File: src/hw/rf_trace_pkg.sv
package rf_trace_pkg;

    // basic widths
    localparam int WORD_W = 32;
    localparam int REG_AW = 5;
    localparam int SEQ_W  = 16;

    // trace queue geometry
    localparam int QUEUE_DEPTH = 64;
    localparam int QUEUE_AW    = 6;   // log2 of QUEUE_DEPTH

    // data word or instruction address
    typedef logic [WORD_W-1:0] word_t;

    // architectural register number, r0 is hardwired to zero
    typedef logic [REG_AW-1:0] reg_addr_t;

    // record number stamped by the packer, wraps
    typedef logic [SEQ_W-1:0] seq_t;

    // queue index, wraps naturally at QUEUE_DEPTH
    typedef logic [QUEUE_AW-1:0] qptr_t;

endpackage
File: src/hw/rf_write_if.sv
// one register-file write, no handshake: wen high means take it this cycle
interface rf_write_if;

    logic                   wen;
    rf_trace_pkg::reg_addr_t wa;
    rf_trace_pkg::word_t     wd;
    rf_trace_pkg::word_t     pc;   // pc of the retiring instruction

    modport src
    (
        output wen,
        output wa,
        output wd,
        output pc
    );

    modport dst
    (
        input wen,
        input wa,
        input wd,
        input pc
    );

endinterface

File: src/hw/trace_packer.sv
module trace_packer
(
    input  logic                    clk,
    input  logic                    reset,
    rf_write_if.dst                 head,
    output logic                    trace_valid,
    output rf_trace_pkg::reg_addr_t trace_reg,
    output rf_trace_pkg::word_t     trace_data,
    output rf_trace_pkg::word_t     trace_pc,
    output rf_trace_pkg::seq_t      trace_seq
);

    rf_trace_pkg::seq_t seq_cnt;   // number of the next record

    always_ff @(posedge clk, posedge reset)
    begin
        if (reset)
            seq_cnt <= '0;
        else if (head.wen)
            seq_cnt <= seq_cnt + rf_trace_pkg::seq_t'(1);   // wraps at 16 bits
    end

    always_ff @(posedge clk, posedge reset)
    begin
        if (reset)
        begin
            trace_valid <= 1'b0;
            trace_reg   <= '0;
            trace_data  <= '0;
            trace_pc    <= '0;
            trace_seq   <= '0;
        end
        else if (head.wen)
        begin
            trace_valid <= 1'b1;
            trace_reg   <= head.wa;
            trace_data  <= head.wd;
            trace_pc    <= head.pc;
            trace_seq   <= seq_cnt;
        end
        else
        begin
            // bus reads as zero in idle cycles
            trace_valid <= 1'b0;
            trace_reg   <= '0;
            trace_data  <= '0;
            trace_pc    <= '0;
            trace_seq   <= '0;
        end
    end

endmodule

File: src/flat_wrapper.sv
// flat-port wrapper written by rule: the top's interface ports become plain ports
module trace_packer_flat 
  (clk, reset, trace_valid, trace_reg, trace_data, trace_pc, trace_seq, head_wen, head_wa, head_wd, head_pc);
  rf_write_if head_i ();
  input  logic clk;
  input  logic reset;
  output logic trace_valid;
  output rf_trace_pkg::reg_addr_t trace_reg;
  output rf_trace_pkg::word_t trace_data;
  output rf_trace_pkg::word_t trace_pc;
  output rf_trace_pkg::seq_t trace_seq;
  input wire logic [$bits(head_i.wen)-1:0] head_wen;
  input wire logic [$bits(head_i.wa)-1:0] head_wa;
  input wire logic [$bits(head_i.wd)-1:0] head_wd;
  input wire logic [$bits(head_i.pc)-1:0] head_pc;
  assign head_i.wen = head_wen;
  assign head_i.wa = head_wa;
  assign head_i.wd = head_wd;
  assign head_i.pc = head_pc;
  trace_packer u_core (.clk(clk), .reset(reset), .head(head_i), .trace_valid(trace_valid), .trace_reg(trace_reg), .trace_data(trace_data), .trace_pc(trace_pc), .trace_seq(trace_seq));
endmodule
File: config.mk
export PLATFORM = sky130hd
export DESIGN_NAME = trace_packer_flat
export DESIGN_NICKNAME = d
export VERILOG_FILES = /design/src/hw/rf_trace_pkg.sv /design/src/hw/rf_write_if.sv /design/src/hw/trace_packer.sv /design/src/flat_wrapper.sv
export SDC_FILE = /design/constraint.sdc
export NUM_CORES = 1
export LEC_CHECK = 0
export BUFFER_PORTS_ARGS = -buffer_cell sky130_fd_sc_hd__buf_2
export CORE_ASPECT_RATIO = 2
export CORE_UTILIZATION = 46
export DETAILED_ROUTE_END_ITERATION = 8
export GPL_TIMING_DRIVEN = 0
export PLACE_DENSITY = 0.79
export SLEW_MARGIN = 40
export SYNTH_ARGS = -nofsm -noshare
export SYNTH_HDL_FRONTEND = slang
export SYNTH_SLANG_ARGS = --single-unit
File: constraint.sdc
create_clock -name clk -period 4.4 [get_ports clk]
set_input_delay 0.88 -clock clk [delete_from_list [all_inputs] [get_ports clk]]
set_output_delay 0.88 -clock clk [all_outputs]
set_load 0.1 [all_outputs]
==> load_flow_metrics.sql, run 1 <==
INSERT INTO impl_metrics (metric_group, metric, value, unit) VALUES
('critical_path', 'slowest_stage_cell_cp', 'buf_2', ''),
('logic_synthesis', 'synthesis.nets', '311', ''),
('routing', 'drt_first_pass_iters', '4', ''),
('logic_synthesis', 'post-synth-top-area-fraction', '74.1', '%'),
('critical_path', 'cp-endpoint', 'trace_data[3]', ''),
('clock_tree', 'cts_repair_resize_count', '0', ''),
('routing', 'postRouteAntennaNets', '0', ''),
('layout', 'layout.cells.non_filler', '504', ''),
('hold_path', 'hp-class', 'register to register', ''),
('critical_path', 'sum_of_buffers_and_inverters_on_the_critical_path', '1', ''),
('grt', 'antenna_found_initial', '0', ''),
('critical_path', 'reg2reg_setup_slack', '2910', 'ps'),
('logic_synthesis', 'netlist.top_cell.by_area', 'dfrtp_1', ''),
('placement', 'port_buffers', '157', ''),
('die', 'width_of_the_die', '63.2', 'um'),
('layout', 'layout.cells.most_common', 'buf_2', ''),
('layout', 'mostFrequentLayoutCells', 'buf_2 (164), dfrtp_1 (102), and2_1 (83), xnor2_1 (11), clkbuf_16 (9)', ''),
('logic_synthesis', 'ys_ff_latch', '102', ''),
('layout', 'largest_registers', 'u_core.trace_data x32, u_core.trace_pc x32', ''),
('die', 'die_y', '124', 'um'),
('logic_synthesis', 'synth.avg_cell_area', '14.5', 'um2'),
('grt', 'grt_util_met1', '20.4', '%'),
('critical_path', 'cp_max_fo', '1', ''),
('logic_synthesis', 'yosysWarningCount', '0', ''),
('grt', 'grt-ovfl-total', '0', ''),
('clock_tree', 'h_tree_level_count', '3', ''),
('logic_synthesis', 'ys_top_cells_by_area', 'dfrtp_1 (74%), and2_1 (15%), xnor2_1 (2.8%)', ''),
('sta', 'finalSetupViolations', '0', ''),
('die', 'io_pins', '158', ''),
('run_status', 'run_status', 'finished, final reports clean', ''),
('logic_synthesis', 'synth.distinct_cells', '20', ''),
('clock_tree', 'clock_tree.root_cell', 'clkbuf_16', ''),
('placement', 'preCtsSetupSlack', '2380', 'ps'),
('critical_path', 'crit_path_start_kind', 'register', ''),
('grt', 'grt_start_max_net_pins', '59', ''),
('die', 'start_util', '47.4', '%'),
('grt', 'gr-usage-met2', '36.7', '%'),
('clock_tree', 'clk_latency', '340', 'ps'),
('die', 'row_count', '44', ''),
('critical_path', 'timing.reg2reg.worst_path_depth', '5', ''),
('placement', 'placer_congestion_estimate', '0.777', ''),
('sta', 'fmaxAchievable', '503', 'MHz'),
('clock_tree', 'total_clock_buffers_created_by_cts', '9', ''),
('sta', 'grt_setup_unrepaired', 'no', ''),
('clock_tree', 'post_cts_buffers', '0', ''),
('sta', 'final.period_utilization', '45.2', '%'),
('die', 'placeable_core_area', '7270', 'um2'),
('layout', 'finish.net_count', '480', ''),
('sta', 'final_hold_viol_count', '0', ''),
('power_and_ir_drop', 'power-per-cell-area', '526', 'nW/um2'),
('grt', 'gr-usage-met3', '3.30', '%'),
('sta', 'fin_worst_skew', '3.57', 'ps'),
('sta', 'final_max_slew_viol_count', '0', ''),
('routing', 'drt_iter0_markers', '140', ''),
('clock_tree', 'cts.clk_slew.worst_paths', '60', 'ps'),
('routing', 'viasPerCell', '4.58', ''),
('routing', 'avgRoutedWirePerCell', '14.0', 'um'),
('layout', 'share_of_final_layout_standard_cells_stronger_than_drive_strength_1', '45.6', '%'),
('logic_synthesis', 'synth_cells', '238', ''),
('grt', 'first_global_vias', '2469', ''),
('critical_path', 'crit_chain', 'buf_2', ''),
('sta', 'least_margin_pin_slew', '518', 'ps'),
('critical_path', 'timing.critical_path.from', 'u_core.trace_data[3]', ''),
('die', 'die_area', '7860', 'um2'),
('routing', 'remaining_drcs', '0', ''),
('critical_path', 'critical_path.reg2reg.startpoint', 'u_core.seq_cnt[0]', ''),
('grt', 'globalRoute.busiestLayer', 'met2', ''),
('power_and_ir_drop', 'p_leak', '2.60', 'nW'),
('critical_path', 'timing_worst_setup_path_type', 'register to output port', ''),
('clock_tree', 'number_of_sinks_driven_by_the_clock_tree', '102', ''),
('sta', 'timing.slew.headroom', '65.7', '%');
==> cell families (layout without fill, tap and decap cells) <==
group,after synthesis,count (layout),synth area share (%)
mux,1,1,0.327
fa+ha+maj,1,1,0.363
simple gates,107,107,19.6
flops,102,102,74.1
buf+inv,12,186,1.56
xor+xnor,15,15,4.03
==> layer usage <==
metal | up-vias | part of all wire, % | wire [um]
li1 | 1065 | - | -
met5 | - | 0 | 0
met2 | 86 | 57 | 4050
met3 | 23 | 4.2 | 294
met1 | 1132 | 34 | 2390
met4 | 0 | 4.4 | 311
==> synth_stat cells <==
cell / count
and2_1: 83
and3_1: 1
and4_1: 1
and4_4: 1
buf_2: 7
clkbuf_1: 2
dfrtp_1: 102
ha_1: 1
inv_1: 3
mux2_2: 1
nand2_1: 8
nand2_2: 1
nand3_1: 5
nand3_4: 1
nand4_1: 2
nor2_1: 2
nor3_4: 2
xnor2_1: 11
xor2_1: 3
xor2_2: 1
==> metrics by stage <==
| stage | hold WS, ps | utilization [%] | instance area (um2) | power (mW) | TNS [ps] |
|---|---|---|---|---|---|
| 2_1_floorplan | 438 | - | 3450 | 1.55 | 0 |
| 3_3_place_gp | 454 | 59.8 | 4350 | 1.66 | -7400 |
| 3_5_place_dp | 460 | 60.3 | 4380 | 1.67 | 0 |
| 4_1_cts | 468 | 64.7 | 4700 | 2.49 | 0 |
| 5_1_grt | 472 | 64.7 | 4700 | 2.57 | 0 |
| 6_report | 462 | 64.7 | 4700 | 2.47 | 0 |
==> power breakdown <==
group	leakage [nW]	internal [mW]	switching, mW	total [mW]
clock network	0.155	0.503	0.318	0.821
logic	1.11	0.114	0.465	0.580
registers	1.33	1.02	0.0556	1.07
==> cell type report <==
| type | instances | area (um2) | area share (%) |
|---|---|---|---|
| Buffer | 9 | 42.5 | 0.904 |
| Clock buffer | 14 | 284 | 6.04 |
| Clock inverter | 2 | 37.5 | 0.798 |
| Inverter | 3 | 18.8 | 0.399 |
| Multi-Input combinational cell | 124 | 840 | 17.9 |
| Sequential cell | 102 | 2550 | 54.3 |
| Tap cell | 92 | 115 | 2.45 |
| Timing Repair Buffer | 158 | 813 | 17.3 |
==> worst min-delay path by stage <==
stage          slack (ps)                  to               start
3_5_place_dp          460  u_core.seq_cnt[15]  u_core.seq_cnt[15]
2_1_floorplan         440  u_core.seq_cnt[15]  u_core.seq_cnt[15]
4_1_cts               470  u_core.seq_cnt[15]  u_core.seq_cnt[15]
3_3_place_gp          450  u_core.seq_cnt[15]  u_core.seq_cnt[15]
6_report              460  u_core.seq_cnt[15]  u_core.seq_cnt[15]
5_1_grt               470  u_core.seq_cnt[15]  u_core.seq_cnt[15]
(Power assumes the default switching activity.)
==> run 2, diff against run 1 <==
- CORE_UTILIZATION: 46 -> 42
- PLACE_DENSITY: 0.79 -> 0.76
- clock period: 4.4 -> 1.8 ns (I/O delays scaled with it)
==> run 2 against run 1 <==
  * Core utilization decreased by 5.2 points
  * First-iteration DRC count decreased by 25%
  * Hold slack got worse by 430 ps
  * Critical endpoint is now trace_seq[6]
  * Sequential share of layout area decreased by 0.29 points
  * Clock skew about the same
  * Die area increased by 9.3%
  * Final cell count increased by 1.4%
==> load_flow_metrics.sql, run 2 (same netlist as run 1, synthesis figures left out) <==
INSERT INTO impl_metrics (metric_group, metric, value, unit) VALUES
('critical_path', 'slowest_stage_cell_cp', 'buf_2', ''),
('sta', 'final_hold_viol_count', '0', ''),
('clock_tree', 'cts_max_path_buffers', '2', ''),
('grt', 'gr-usage-all-layers', '18.1', '%'),
('power_and_ir_drop', 'net-switching-power', '2.04', 'mW'),
('grt', 'antenna_found_initial', '0', ''),
('critical_path', 'timing_worst_setup_path_type', 'register to output port', ''),
('die', 'die_area', '8590', 'um2'),
('critical_path', 'data_required_critical_path', '1440', 'ps'),
('layout', 'largest_registers', 'u_core.trace_data x32, u_core.trace_pc x32', ''),
('sta', 'final_critical_path_time_including_i_o_delays_and_setup', '1470', 'ps'),
('placement', 'preCtsSetupSlack', '343', 'ps'),
('layout', 'layout.cells.non_filler', '511', ''),
('routing', 'drt_first_pass_iters', '4', ''),
('critical_path', 'timing.reg2reg.worst_path_depth', '5', ''),
('sta', 'final.period_utilization', '81.7', '%'),
('critical_path', 'worst_ep_arrival_time', '1110', 'ps'),
('routing', 'totalWireLength', '7340', 'um'),
('power_and_ir_drop', 'power-per-cell-area', '1230', 'nW/um2'),
('routing', 'dr_total_vias', '2327', ''),
('run_status', 'run_status', 'finished, final reports clean', ''),
('sta', 'fin_worst_skew', '3.37', 'ps'),
('power_and_ir_drop', 'internal_power', '3.75', 'mW'),
('clock_tree', 'post_cts_buffers', '0', ''),
('sta', 'totalNegativeSetupSlack', '0', 'ps'),
('layout', 'num_antenna_cells', '0', ''),
('power_and_ir_drop', 'power_frac_seq', '45.2', '%'),
('routing', 'viasPerCell', '4.55', ''),
('routing', 'remaining_drcs', '0', ''),
('routing', 'postRouteAntennaNets', '0', ''),
('clock_tree', 'clock_tree.root_cell', 'clkbuf_16', ''),
('placement', 'placed_cells_incl_taps', '495', ''),
('routing', 'avgRoutedWirePerCell', '14.4', 'um'),
('layout', 'finish.net_count', '483', ''),
('grt', 'grt-ovfl-total', '0', ''),
('hold_path', 'hp-class', 'primary input to async pin', ''),
('critical_path', 'sum_of_buffers_and_inverters_on_the_critical_path', '1', ''),
('sta', 'fmaxAchievable', '680', 'MHz'),
('critical_path', 'timing.critical_path.from', 'u_core.trace_seq[6]', ''),
('critical_path', 'path_delay_family', 'buffers and inverters', ''),
('power_and_ir_drop', 'p_leak', '2.60', 'nW'),
('layout', 'layout.cells.most_common', 'buf_2', ''),
('grt', 'grt_first_pass_wirelength', '11300', 'um'),
('critical_path', 'crit_path_start_kind', 'register', ''),
('sta', 'timing.slew.headroom', '65.9', '%'),
('sta', 'grt_setup_unrepaired', 'no', ''),
('clock_tree', 'cts.clk_slew.worst_paths', '60', 'ps'),
('clock_tree', 'number_of_sinks_driven_by_the_clock_tree', '102', ''),
('die', 'width_of_the_die', '66.1', 'um'),
('die', 'start_util', '43.4', '%'),
('critical_path', 'reg2reg_setup_slack', '360', 'ps'),
('power_and_ir_drop', 'peakVddDrop', '451', 'uV'),
('layout', 'area_delta_synth_final', '37.2', '%'),
('die', 'placeable_core_area', '7940', 'um2'),
('critical_path', 'crit_chain', 'buf_2', ''),
('grt', 'first_global_vias', '2400', ''),
('clock_tree', 'clk_latency', '330', 'ps'),
('clock_tree', 'cts.hold.buffers_added', '0', ''),
('layout', 'share_of_final_layout_standard_cells_stronger_than_drive_strength_1', '45.5', '%'),
('placement', 'dp_hpwl', '5750', 'um'),
('clock_tree', 'h_tree_level_count', '3', ''),
('power_and_ir_drop', 'sw_frac_of_total', '35.3', '%'),
('clock_tree', 'tritoncts', 'yes', ''),
('placement', 'port_buffers', '157', ''),
('critical_path', 'critical_path.reg2reg.startpoint', 'u_core.seq_cnt[0]', ''),
('run', 'max_cap_viol_count', '0', ''),
('clock_tree', 'total_clock_buffers_created_by_cts', '9', ''),
('clock_tree', 'cts_repair_resize_count', '0', ''),
('sta', 'finalSetupViolations', '0', ''),
('placement', 'placer_congestion_estimate', '0.776', ''),
('sta', 'least_margin_pin_slew', '516', 'ps'),
('grt', 'grt_start_max_net_pins', '28', ''),
('power_and_ir_drop', 'combPwrFrac', '24.9', '%'),
('power_and_ir_drop', 'share_clk_of_total_power', '30.0', '%'),
('die', 'io_pins', '158', ''),
('die', 'row_count', '46', ''),
('die', 'die_y', '130', 'um'),
('critical_path', 'r2r-end', 'u_core.seq_cnt[10]', ''),
('sta', 'final_max_slew_viol_count', '0', ''),
('routing', 'drt_iter0_markers', '105', ''),
('critical_path', 'cp_max_fo', '1', ''),
('sta', 'worst_slack', '329', 'ps'),
('critical_path', 'worstSetupEndpointType', 'output port', ''),
('layout', 'mostFrequentLayoutCells', 'buf_2 (164), dfrtp_1 (102), and2_1 (83), xnor2_1 (11), clkbuf_16 (9)', ''),
('critical_path', 'worst_path_largest_cell_delay', '430', 'ps');
==> run 2: power by group through the flow <==
stage	clock [mW]	combinational [mW]	sequential, mW
after detailed placement	0	1.45	2.66
after global placement	0	1.40	2.66
after floorplan	0	0.263	3.52
after global routing	1.87	1.51	2.64
after CTS	1.78	1.46	2.62
final	1.74	1.44	2.62
==> run 2: area by class of cell <==
class,instances,area (um2)
Fill cell,624,3210
Sequential cell,102,2550
Timing Repair Buffer,161,888
Multi-Input combinational cell,124,840
Clock buffer,13,250
Tap cell,96,120
Buffer,9,42.5
Clock inverter,3,20.0
Inverter,3,15.0
==> run 2: worst register-to-register path: stages (launching register included) <==
cell	delay (ps)
dfrtp_1	420
ha_1	250
nand2_1	110
nor3_4	200
and4_4	270
xor2_2	130
==> run 2: worst max path at each step <==
stage,end,slack [ps],cells past startpoint
6_report,trace_seq[6],330,1
5_1_grt,u_core.seq_cnt[10],250,5
4_1_cts,trace_seq[6],310,1
3_5_place_dp,u_core.seq_cnt[10],340,5
3_3_place_gp,u_core.trace_seq[10],-320,2
2_1_floorplan,u_core.seq_cnt[0],220,1
==> run 2: metrics by stage <==
step	utilization [%]	power (mW)	hold slack (ps)	cell area, um2
4_1_cts	59.5	5.86	39.1	4730
3_3_place_gp	54.8	4.06	454	4360
3_5_place_dp	56.1	4.12	404	4460
5_1_grt	59.5	6.02	63.6	4730
2_1_floorplan	-	3.79	391	3450
6_report	59.5	5.80	34.5	4730
==> run 2: routing by layer <==
metal | track usage [%] | share of wire [%]
met1 | 16.1 | 30
met2 | 34.4 | 60
met3 | 4.63 | 6.5
met4 | 11.6 | 3.6
met5 | 0 | 0
